--- src/include/spm_cfg.svh ---
`ifndef SPM_CFG_SVH
`define SPM_CFG_SVH

// scratchpad geometry
`define SPM_DATA_W   32                     // user data word
`define SPM_WORDS    256                    // words in the array
`define SPM_ADDR_W   ($clog2(`SPM_WORDS))   // word address
`define SPM_BE_W     4                      // one enable per byte

// read pipeline, latency is this plus one
`define SPM_OUT_REGS 0

// secded codeword layout
`define SPM_CHK_W    6                      // hamming check bits
`define SPM_CODE_W   39                     // data + check + overall parity

// error log counter width
`define SPM_CNT_W    16

`endif
--- src/spm_ctrl.sv ---
`include "spm_cfg.svh"

module spm_ctrl (
  input  logic                   clk_i,
  input  logic                   rst_i,
  // requester side
  input  logic                   req_i,
  input  logic                   we_i,
  input  logic [`SPM_ADDR_W-1:0] addr_i,
  input  logic [`SPM_DATA_W-1:0] wdata_i,
  input  logic [`SPM_BE_W-1:0]   be_i,
  input  logic                   inject_s_i,
  input  logic                   inject_d_i,
  // decoder results
  input  logic [`SPM_DATA_W-1:0] dec_data_i,
  input  logic                   dec_corr_i,
  input  logic                   dec_uncorr_i,
  // sram strobes
  output logic                   mem_req_o,
  output logic                   mem_we_o,
  output logic [`SPM_ADDR_W-1:0] mem_addr_o,
  output logic                   mem_inject_s_o,
  output logic                   mem_inject_d_o,
  output logic [`SPM_DATA_W-1:0] enc_data_o,
  // response
  output logic                   ack_o,
  output logic [`SPM_DATA_W-1:0] rdata_o,
  output logic                   err_corr_o,
  output logic                   err_uncorr_o,
  // logger
  output logic                   log_o,
  output logic                   log_uncorr_o,
  output logic [`SPM_ADDR_W-1:0] log_addr_o
);

  localparam logic [2:0] st_idle        = 3'd0;
  localparam logic [2:0] st_issue       = 3'd1; // sram strobe out
  localparam logic [2:0] st_read_wait   = 3'd2; // waiting on read latency
  localparam logic [2:0] st_merge_write = 3'd3; // rmw write back
  localparam logic [2:0] st_respond     = 3'd4; // ack cycle

  logic [2:0]             state_q;
  logic [1:0]             wait_cnt_q;
  logic                   wait_done;
  logic                   we_q;
  logic                   inj_s_q;
  logic                   inj_d_q;
  logic                   corr_q;
  logic                   uncorr_q;
  logic                   accept;
  logic                   full_wr;
  logic [`SPM_ADDR_W-1:0] addr_q;
  logic [`SPM_DATA_W-1:0] wdata_q;     // request data, later the merged word
  logic [`SPM_BE_W-1:0]   be_q;
  logic [`SPM_DATA_W-1:0] rdata_q;
  logic [`SPM_DATA_W-1:0] merge_data;

  assign accept    = req_i && ((state_q == st_idle) || (state_q == st_respond));
  assign full_wr   = we_q && (&be_q);                      // no read needed
  assign wait_done = (wait_cnt_q == 2'(`SPM_OUT_REGS));    // codeword valid now

  always_ff @(posedge clk_i) begin
    if (rst_i) begin
      state_q    <= st_idle;
      wait_cnt_q <= '0;
      we_q       <= 1'b0;
      inj_s_q    <= 1'b0;
      inj_d_q    <= 1'b0;
      corr_q     <= 1'b0;
      uncorr_q   <= 1'b0;
    end else begin
      case (state_q)
        st_idle, st_respond: begin
          if (req_i) begin
            state_q  <= st_issue;
            we_q     <= we_i;
            inj_s_q  <= we_i & inject_s_i; // reads ignore injection
            inj_d_q  <= we_i & inject_d_i;
            corr_q   <= 1'b0;
            uncorr_q <= 1'b0;
          end else begin
            state_q <= st_idle;
          end
        end
        st_issue: begin
          wait_cnt_q <= '0;
          state_q    <= full_wr ? st_respond : st_read_wait;
        end
        st_read_wait: begin
          if (wait_done) begin
            corr_q   <= dec_corr_i;
            uncorr_q <= dec_uncorr_i;
            // bad old word aborts the partial write
            if (we_q && !dec_uncorr_i) begin
              state_q <= st_merge_write;
            end else begin
              state_q <= st_respond;
            end
          end else begin
            wait_cnt_q <= wait_cnt_q + 1'b1;
          end
        end
        st_merge_write: state_q <= st_respond;
        default:        state_q <= st_idle;
      endcase
    end
  end

  // payload, no reset
  always_ff @(posedge clk_i) begin
    if (accept) begin
      addr_q  <= addr_i;
      wdata_q <= wdata_i;
      be_q    <= be_i;
    end else if ((state_q == st_read_wait) && wait_done) begin
      rdata_q <= dec_data_i;
      wdata_q <= merge_data; // only written back for a partial write
    end
  end

  // enabled bytes from the request over corrected old data
  always_comb begin
    for (int b = 0; b < `SPM_BE_W; b++) begin
      merge_data[8*b +: 8] = be_q[b] ? wdata_q[8*b +: 8] : dec_data_i[8*b +: 8];
    end
  end

  assign mem_req_o      = (state_q == st_issue) || (state_q == st_merge_write);
  assign mem_we_o       = ((state_q == st_issue) && full_wr) || (state_q == st_merge_write);
  assign mem_addr_o     = addr_q;
  assign mem_inject_s_o = inj_s_q & mem_we_o;
  assign mem_inject_d_o = inj_d_q & mem_we_o;
  assign enc_data_o     = wdata_q;

  assign ack_o        = (state_q == st_respond);
  assign rdata_o      = rdata_q;
  assign err_corr_o   = ack_o & corr_q;   // flags only mean something with ack
  assign err_uncorr_o = ack_o & uncorr_q;

  // logger samples at the end of the ack cycle
  assign log_o        = ack_o & (corr_q | uncorr_q);
  assign log_uncorr_o = uncorr_q;
  assign log_addr_o   = addr_q;

  // one request in flight, next one no earlier than the ack
  a_no_req_busy: assert property (@(posedge clk_i) disable iff (rst_i)
    req_i |-> ((state_q == st_idle) || (state_q == st_respond)))
    else $error("spm_ctrl: req_i while request outstanding");

  a_ack_strobe: assert property (@(posedge clk_i) disable iff (rst_i)
    ack_o |=> !ack_o)
    else $error("spm_ctrl: ack_o held longer than one cycle");

endmodule

--- config.mk ---
export PLATFORM = sky130hd
export DESIGN_NAME = spm_ctrl
export DESIGN_NICKNAME = d
export VERILOG_FILES = /design/src/spm_ctrl.sv
export VERILOG_INCLUDE_DIRS = /design/src /design/src/include
export SDC_FILE = /design/constraint.sdc
export NUM_CORES = 1
export LEC_CHECK = 0
export BUFFER_PORTS_ARGS = -buffer_cell sky130_fd_sc_hd__buf_4
export CAP_MARGIN = 10
export CORE_MARGIN = 2
export CORE_UTILIZATION = 45
export CTS_CLUSTER_DIAMETER = 200
export CTS_CLUSTER_SIZE = 30
export DETAILED_ROUTE_END_ITERATION = 8
export HOLD_SLACK_MARGIN = 0.05
export PLACE_DENSITY_LB_ADDON = 0.05
export RECOVER_POWER = 25
export SYNTH_ARGS = -nofsm -noshare
export SYNTH_HDL_FRONTEND = slang
export SYNTH_SLANG_ARGS = --single-unit
--- constraint.sdc ---
create_clock -name clk_i -period 3.7 [get_ports clk_i]
set_clock_uncertainty 0.15 [all_clocks]
set_input_delay 0.185 -clock clk_i [delete_from_list [all_inputs] [get_ports clk_i]]
set_output_delay 0.185 -clock clk_i [all_outputs]
set_load 0.05 [all_outputs]
==> flow_metrics.py, run 1 <==
metrics = {
    "placed_design": {
        "dp_hpwl_um": 5870,
        "port_buffers": 172,
        "dp_slack_ns": 1.32,
        "gp_congestion": 0.768,
    },
    "global_route": {
        "grt_max_degree": 48,
        "antenna_found_initial": 0,
        "grt_pass1_vias": 2919,
        "grt.overflow.total": 0,
        "grt_pass1_wl_um": 14700,
        "gr-usage-all-layers_pct": 23.4,
    },
    "final_layout": {
        "n_antenna_cell": 0,
        "syn_to_final_growth_pct": 69.3,
        "multiInputGateArea_um2": 711,
        "drive_gt1_share_pct": 31.9,
        "fill_cells": 478,
        "layout.nets": 603,
        "regArea_mm2": 0.00248,
    },
    "setup_path": {
        "r2r_setup_slack_ns": 1.19,
        "end_kind": "flop",
        "path_max_fanout": 47,
        "crit_type": "reg2reg",
        "worst-endpoint-required_ns": 3.80,
        "cp_cell_sequence": "or3b_1, clkinv_2, nand3_1, dlygate4sd3_1, a21oi_1",
        "slowest_stage": "dlygate4sd3_1",
        "crit_arrival_ns": 2.61,
        "timing.rr.start": "state_q[1]",
        "start_kind": "flop",
        "r2r_end": "inj_d_q",
        "max_stage_delay_ns": 0.58,
        "r2r_cells": 5,
    },
    "route": {
        "drtIter0Drc": 130,
        "ant_nets": 0,
        "viasPerCell": 4.64,
        "wirelength_um": 9300,
        "vias": 2886,
        "wl_per_cell_um": 15.0,
        "drc": 0,
        "drt_pass1_iterations": 4,
    },
    "yosys": {
        "ys_top_cells_by_count": "nand2_1, edfxtp_1, dfxtp_1",
        "synth_area_mm2": 0.00335,
        "ys_async_sr_fraction_pct": 0,
        "ys_top_cells_by_area": "edfxtp_1, nand2_1, dfxtp_1",
        "yosysMostFrequentCell": "nand2_1",
        "yosysSeqAreaShare_pct": 74.1,
        "ys_ff_latch": 86,
        "syn_inst": 267,
        "synth_edf_count": 76,
        "synth_cell_types": 31,
        "yosys.area.top_type": "edfxtp_1",
        "synth_area_per_cell_um2": 12.5,
        "yosysWarnings": 0,
        "syn_nets": 352,
        "synth_top_cell_area_share_pct": 68.2,
        "synthFlopType": "edfxtp_1",
    },
    "die": {
        "start_util_pct": 46.4,
        "fp.dieW_um": 90.3,
        "fp-row-count": 31,
        "die-area_mm2": 0.00815,
        "die_h_um": 90.3,
        "core_mm2": 0.00721,
        "io-pin-count": 173,
    },
    "cts": {
        "cts-hold-fix-buffers": 85,
        "clockRootBuffer": "clkbuf_8",
        "cts_sinks": 86,
        "cts_tree": "yes",
        "clk_pin_slew_ns": 0.08,
        "cts_setup_buffers": 0,
        "clock_latency_ns": 0.35,
        "cts-htree-levels": 3,
        "cts-buffers-inserted": 9,
        "clk_path_buf_depth": 2,
        "cts-resized-gates": 0,
    },
    "timing": {
        "maxSlewHeadroom_pct": 26.1,
        "tns_ns": 0,
        "timing.hold.ws_ns": 0.312,
        "finalSetupViolCount": 0,
        "timing.fmax_mhz": 398,
        "final-hold-violation-count": 0,
        "slew_viol_final": 0,
        "worstMarginPinSlew_ns": 1.10,
        "finalCritPeriodShare_pct": 67.9,
        "grt_setup_unrepaired": "no",
        "setup_ws_ns": 1.19,
        "fin_crit_ns": 2.51,
    },
    "min_path": {
        "whs_path_depth": 2,
        "hold_class": "reg2reg",
        "hold-path-endpoint": "inj_d_q",
        "min_from": "inj_d_q",
    },
    "job": {
        "maxCapViolCount": 0,
    },
    "run_status": {
        "outcome": "finished, final reports clean",
    },
    "power": {
        "p_per_area_mw_per_mm2": 481,
        "p_leak_nw": 2.43,
        "ir_drop_uv": 289,
    },
}
-- stage by stage --
step	area [um^2]	util [%]	cells	power (mW)
floorplan	3350	-	267	1.63
detailed placement	4640	64.4	520	1.84
CTS	5750	79.8	621	2.75
global route	5670	78.6	622	2.82
finish	5670	78.6	622	2.72
global placement	4640	64.4	520	1.84
-- cell families (layout without fill, tap and decap cells) --
group | count (synthesis) | count (layout) | synth area share [%]
adder cells (fa/ha/maj) | 1 | 1 | 0.374
AO/OA/AOI/OAI | 22 | 22 | 3.77
AND/OR/NAND/NOR | 133 | 133 | 17.1
flip-flops | 86 | 86 | 74.1
buffers and inverters | 25 | 281 | 4.63
-- layout make-up --
cell class / count / share of cell area (%)
inverters: 5 / 0.353
clock inverters: 6 / 2.34
clock buffers: 10 / 2.25
multi-input cells: 156 / 12.5
well taps: 99 / 2.18
flip-flops and latches: 86 / 43.8
repair buffers: 260 / 36.5
-- registers in the layout, summed over array words and instances (netlist names) --
signal,count
rdata_o,32
inj_s_q,1
log_addr_o,8
inj_d_q,1
state_q,3
wait_cnt_q,2
corr_q,1
enc_data_o,32
be_q,4
we_q,1
log_uncorr_o,1
-- cells in the final DEF (no fill, tap or decap), drive strengths merged, types with 5 or more instances in the layout --
cell         instances
a21oi                9
buf                113
clkbuf              72
dfxtp               10
dlygate4sd3         85
edfxtp              76
inv                  5
nand2              104
nand3                5
nor2                 5
o21ai                7
-- critical path: cells and delay by family, from the launching register on --
| family | cells | cell delay, ns |
|---|---|---|
| AND/OR/NAND/NOR | 2 | 0.50 |
| buffers and inverters | 2 | 1.14 |
| AO/OA/AOI/OAI | 1 | 0.06 |
| flip-flops | 1 | 0.55 |
-- worst max-delay path by stage --
stage                  start             end
2_1_floorplan     state_q[0]        mem_we_o
3_3_place_gp   wait_cnt_q[0]     rdata_o[18]
3_5_place_dp   wait_cnt_q[0]  enc_data_o[16]
4_1_cts           state_q[1]         inj_d_q
5_1_grt           state_q[1]         inj_d_q
6_report          state_q[1]         inj_d_q
-- per-layer routing --
metal  vias to the layer above  GRT usage [%]  part of all wire [%]
met3                        12           6.43                   7.4
li1                       1418              -                     -
met4                         0           7.31                   1.4
met5                         -              0                     0
met2                       131           41.9                    51
met1                      1325           27.5                    40
-- where the power goes --
| part | switching (mW) | internal (mW) | leakage, nW |
|---|---|---|---|
| sequential | 0.0374 | 1.16 | 0.797 |
| combinational | 0.450 | 0.228 | 1.51 |
| clock | 0.328 | 0.517 | 0.129 |
| total | 0.816 | 1.91 | 2.43 |
Power figures use the tool's default switching activity.
==> run 2: changes to the inputs <==
==> constraint.sdc (replaced) <==
create_clock -name clk_i -period 2.55 [get_ports clk_i]
set_clock_uncertainty 0.15 [all_clocks]
set_input_delay 0.1275 -clock clk_i [delete_from_list [all_inputs] [get_ports clk_i]]
set_output_delay 0.1275 -clock clk_i [all_outputs]
set_load 0.05 [all_outputs]
==> run 2 against run 1 <==
  * First-iteration DRC count shrank 10%
  * Sequential power is 45% higher
  * Highest routed layer unchanged
  * Final area fell by 0.18%
  * Combinational power up 47%
  * Worst setup slack lost 0.91 ns
  * Utilization fell by 0.14 points
  * Critical path type unchanged
  * Sequential cell count stayed put
  * Critical endpoint is now log_uncorr_o
==> flow_metrics.py, run 2 (synthesis results as in run 1) <==
metrics = {
    "cts": {
        "cts_sinks": 86,
        "clk_pin_slew_ns": 0.09,
        "clock_latency_ns": 0.34,
        "clockRootBuffer": "clkbuf_8",
        "cts_setup_buffers": 0,
        "cts-buffers-inserted": 9,
        "cts_tree": "yes",
        "clk_path_buf_depth": 2,
        "cts-htree-levels": 3,
    },
    "timing": {
        "fin_crit_ns": 2.28,
        "worstMarginPinSlew_ns": 0.678,
        "maxSlewHeadroom_pct": 54.7,
        "setup_ws_ns": 0.272,
        "timing.hold.ws_ns": 0.182,
        "finalSetupViolCount": 0,
        "final-hold-violation-count": 0,
        "grt_setup_unrepaired": "no",
        "slew_viol_final": 0,
        "finalCritPeriodShare_pct": 89.3,
        "timing.fmax_mhz": 439,
        "tns_ns": 0,
    },
    "die": {
        "fp-row-count": 31,
        "start_util_pct": 46.4,
        "die_h_um": 90.3,
        "die-area_mm2": 0.00815,
        "fp.dieW_um": 90.3,
        "core_mm2": 0.00721,
        "io-pin-count": 173,
    },
    "setup_path": {
        "crit_arrival_ns": 2.43,
        "r2r_cells": 8,
        "slowest_stage": "dlygate4sd3_1",
        "timing.critical_path.mode_cell": "inv_1",
        "start_kind": "flop",
        "timing.rr.start": "wait_cnt_q[0]",
        "cp_cell_sequence": "inv_1, ha_1, nand4bb_2, inv_1, buf_4, nand2_1, a21oi_1, dlygate4sd3_1",
        "max_stage_delay_ns": 0.55,
        "crit_path_end": "log_uncorr_o",
        "r2r_setup_slack_ns": 0.27,
        "end_kind": "flop",
        "startpoint": "wait_cnt_q[0]",
        "worst-endpoint-required_ns": 2.70,
        "path_max_fanout": 17,
        "crit_type": "reg2reg",
        "r2r_end": "log_uncorr_o",
    },
    "final_layout": {
        "finalNonFillerCells": 625,
        "final_cell_mix": "buf_4, nand2_1, dlygate4sd3_1",
        "fill_cells": 486,
        "n_antenna_cell": 0,
        "layout.nets": 606,
        "syn_to_final_growth_pct": 69.0,
        "drive_gt1_share_pct": 31.9,
        "layout_commonest_cell": "buf_4",
    },
    "placed_design": {
        "dp_hpwl_um": 5860,
        "dp_slack_ns": 0.501,
        "place_inst": 525,
        "port_buffers": 172,
        "gp_congestion": 0.781,
    },
    "min_path": {
        "hold_class": "in2reg",
        "whs_path_depth": 4,
    },
    "route": {
        "drt_pass1_iterations": 4,
        "ant_nets": 0,
        "met1_length_um": 3630,
        "drc": 0,
        "route.met3.wl_um": 739,
        "viasPerCell": 4.77,
        "highest_layer": "met4",
        "drtIter0Drc": 117,
        "vias": 2980,
        "wirelength_um": 9940,
        "wl_per_cell_um": 15.9,
        "wl_met2_um": 5330,
    },
    "power": {
        "finalPower_mw": 3.88,
        "ir_drop_uv": 396,
        "p_seq_share_pct": 44.8,
        "p_per_area_mw_per_mm2": 686,
        "swShare_pct": 30.9,
        "power.switching_mw": 1.20,
        "power_frac_comb_pct": 25.8,
        "p_leak_nw": 2.43,
        "clkPwrFrac_pct": 29.4,
        "internal-power_mw": 2.68,
    },
    "run_status": {
        "outcome": "finished, final reports clean",
    },
    "global_route": {
        "grt_pass1_vias": 3104,
        "grt_max_degree": 48,
        "grt.overflow.total": 0,
        "gr-usage-all-layers_pct": 25.1,
        "grt_pass1_wl_um": 15700,
        "antenna_found_initial": 0,
    },
    "job": {
        "maxCapViolCount": 0,
    },
}
## run 2: layer usage
metal	track usage, %	vias to the layer above
li1	-	1417
met1	28.0	1380
met2	46.0	159
met3	6.43	24
met4	9.62	0
met5	0	-
## run 2: area by class of cell
class / instances / area [um^2] / area share (%)
Clock buffer: 11 / 131 / 2.32
Clock inverter: 5 / 106 / 1.88
Inverter: 5 / 20.0 / 0.354
Multi-Input combinational cell: 156 / 716 / 12.6
Sequential cell: 86 / 2480 / 43.9
Tap cell: 99 / 124 / 2.19
Timing Repair Buffer: 263 / 2080 / 36.7
## run 2: power by group through the flow
stage          sequential [mW]  clock, mW  combinational, mW
6_report                  1.74       1.14               1.00
5_1_grt                   1.75       1.21               1.06
4_1_cts                   1.74       1.15               1.02
3_5_place_dp              1.77          0              0.916
3_3_place_gp              1.77          0              0.906
2_1_floorplan             2.11          0              0.251
## run 2: worst min-delay path by stage
stage,startpoint,to
2_1_floorplan,be_i[0],be_q[0]
3_3_place_gp,addr_i[4],log_addr_o[4]
3_5_place_dp,addr_i[7],log_addr_o[7]
4_1_cts,dec_uncorr_i,state_q[2]
5_1_grt,dec_uncorr_i,state_q[2]
6_report,dec_uncorr_i,state_q[1]
## run 2: critical path: cells and delay by family, from the launching register on
family / cells / cell delay, ns
buffers and inverters: 4 / 1.05
flip-flops: 1 / 0.33
AND/OR/NAND/NOR: 2 / 0.32
adder cells (fa/ha/maj): 1 / 0.26
AO/OA/AOI/OAI: 1 / 0.12
## run 2: through the flow
| step | util, % | instance area, um^2 |
|---|---|---|
| finish | 78.4 | 5660 |
| floorplan | - | 3350 |
| global placement | 64.9 | 4680 |
| global route | 78.4 | 5660 |
| CTS | 79.8 | 5760 |
| detailed placement | 64.9 | 4680 |
## run 2: what timing repair did
action / 4_1_cts / 5_1_grt
resized for setup: 0 / 1
endpoints found under the setup margin: 0 / 1
hold buffers: 84 / 0
endpoints found under the hold margin: 84 / 0
==> run 3: changes to the inputs <==
--- a/config.mk
+++ b/config.mk
@@ -9,12 +9,11 @@
 export BUFFER_PORTS_ARGS = -buffer_cell sky130_fd_sc_hd__buf_4
 export CAP_MARGIN = 10
 export CORE_MARGIN = 2
-export CORE_UTILIZATION = 45
+export CORE_UTILIZATION = 35
 export CTS_CLUSTER_DIAMETER = 200
 export CTS_CLUSTER_SIZE = 30
 export DETAILED_ROUTE_END_ITERATION = 8
 export HOLD_SLACK_MARGIN = 0.05
-export PLACE_DENSITY_LB_ADDON = 0.05
 export RECOVER_POWER = 25
 export SYNTH_ARGS = -nofsm -noshare
 export SYNTH_HDL_FRONTEND = slang
==> run 3 against run 2 <==
  * Combinational power about the same
  * Critical path depth stayed put
  * Maximum frequency decreased by 1.6%
  * Final area grew 0.75%
  * Largest cell class unchanged
  * Die area rose by 27%
  * Register-to-register slack worse by 0.04 ns
  * Clock power fell by 9%
  * Sequential power about the same
  * Utilization is 17 points lower
  * Sequential cell count unchanged
  * Final cell count grew 5.3%
==> flow_metrics.py, run 3 (synthesis results as in run 1) <==
metrics = {
    "route": {
        "drc": 0,
        "ant_nets": 0,
        "viasPerCell": 4.41,
        "drtIter0Drc": 80,
        "drt_pass1_iterations": 4,
        "wirelength_um": 9470,
        "wl_per_cell_um": 14.4,
        "vias": 2905,
    },
    "global_route": {
        "gr-usage-all-layers_pct": 17.9,
        "antenna_found_initial": 0,
        "grt_pass1_vias": 2921,
        "grt.overflow.total": 0,
        "grt_max_degree": 42,
        "grt_pass1_wl_um": 13900,
    },
    "final_layout": {
        "regArea_mm2": 0.00248,
        "layout.nets": 610,
        "multiInputGateArea_um2": 711,
        "finalNonFillerCells": 658,
        "n_antenna_cell": 0,
        "syn_to_final_growth_pct": 70.3,
        "final_cell_mix": "buf_4, nand2_1, dlygate4sd3_1",
        "layout_commonest_cell": "buf_4",
        "final_core_util_pct": 61.7,
        "drive_gt1_share_pct": 32.5,
        "fill_cells": 760,
    },
    "placed_design": {
        "port_buffers": 172,
        "gp_congestion": 0.743,
        "dp_hpwl_um": 6350,
        "place_inst": 558,
        "dp_slack_ns": 0.500,
    },
    "cts": {
        "cts_tree": "yes",
        "clockRootBuffer": "clkbuf_8",
        "cts-resized-gates": 0,
        "cts_sinks": 86,
        "cts-htree-levels": 3,
        "clock_latency_ns": 0.35,
        "cts-buffers-inserted": 9,
        "cts_setup_buffers": 0,
        "clk_pin_slew_ns": 0.08,
        "cts-hold-fix-buffers": 85,
        "clk_path_buf_depth": 2,
    },
    "die": {
        "io-pin-count": 173,
        "core_mm2": 0.00924,
        "fp.dieW_um": 102,
        "start_util_pct": 36.2,
        "die-area_mm2": 0.0104,
        "die_h_um": 102,
        "fp-row-count": 35,
    },
    "timing": {
        "maxSlewHeadroom_pct": 55.2,
        "finalSetupViolCount": 0,
        "slew_viol_final": 0,
        "final-hold-violation-count": 0,
        "finalCritPeriodShare_pct": 90.8,
        "worstMarginPinSlew_ns": 0.675,
        "timing.fmax_mhz": 432,
        "grt_setup_unrepaired": "no",
        "fin_crit_ns": 2.32,
        "setup_ws_ns": 0.234,
        "tns_ns": 0,
    },
    "setup_path": {
        "r2r_cells": 8,
        "r2r_setup_slack_ns": 0.23,
        "worst-endpoint-required_ns": 2.70,
        "end_kind": "flop",
        "crit_arrival_ns": 2.47,
        "path_max_fanout": 9,
        "crit_type": "reg2reg",
        "start_kind": "flop",
        "r2r_end": "corr_q",
        "timing.rr.start": "wait_cnt_q[0]",
    },
    "min_path": {
        "hold_class": "in2reg",
        "whs_path_depth": 4,
        "min_from": "dec_uncorr_i",
        "hold-path-endpoint": "state_q[2]",
    },
    "power": {
        "p_leak_nw": 2.44,
        "p_per_area_mw_per_mm2": 662,
        "finalPower_mw": 3.77,
        "ir_drop_uv": 358,
    },
    "job": {
        "maxCapViolCount": 0,
    },
    "run_status": {
        "outcome": "finished, final reports clean",
    },
}
run 3: final cells by class:
| type | count | area share [%] |
|---|---|---|
| multi-input combinational | 156 | 12.5 |
| tap | 129 | 2.83 |
| clock buffer | 10 | 2.24 |
| clock inverter | 5 | 1.47 |
| timing repair buffer | 267 | 37.1 |
| inverter | 5 | 0.351 |
| sequential | 86 | 43.5 |
run 3: per-layer routing:
metal,routed length (um),up-vias,track usage (%)
li1,-,1427,-
met1,3730,1327,20.1
met2,4830,127,31.7
met3,648,24,4.69
met4,265,0,8.21
met5,0,-,0
run 3: worst max-delay path, stage by stage (launching register included):
cell and delay, ns:
dfxtp_1 0.33, inv_1 0.08, ha_1 0.23, nand4bb_1 0.31, inv_1 0.20, buf_4 0.21
nand2_1 0.07, a21oi_1 0.12, dlygate4sd3_1 0.56
run 3: how the worst max path moves through the flow:
stage | cells after the start | end | slack (ns) | startpoint
global route | 8 | corr_q | 0.05 | wait_cnt_q[0]
CTS | 8 | corr_q | 0.23 | wait_cnt_q[0]
floorplan | 3 | mem_we_o | 0.16 | state_q[0]
finish | 8 | corr_q | 0.23 | wait_cnt_q[0]
detailed placement | 4 | enc_data_o[7] | 0.50 | state_q[1]
global placement | 4 | enc_data_o[5] | 0.56 | state_q[1]
run 3: power by group:
group / internal (mW) / total [mW] / switching [mW]
sequential: 1.69 / 1.74 / 0.0512
clock: 0.550 / 1.04 / 0.485
combinational: 0.348 / 1.00 / 0.653
run 3: metrics by stage:
stage	instance area [um^2]	hold WS [ns]
6_report	5700	0.139
4_1_cts	5800	0.116
5_1_grt	5700	0.187
2_1_floorplan	3350	0.0764
3_5_place_dp	4740	0.157
3_3_place_gp	4740	0.156
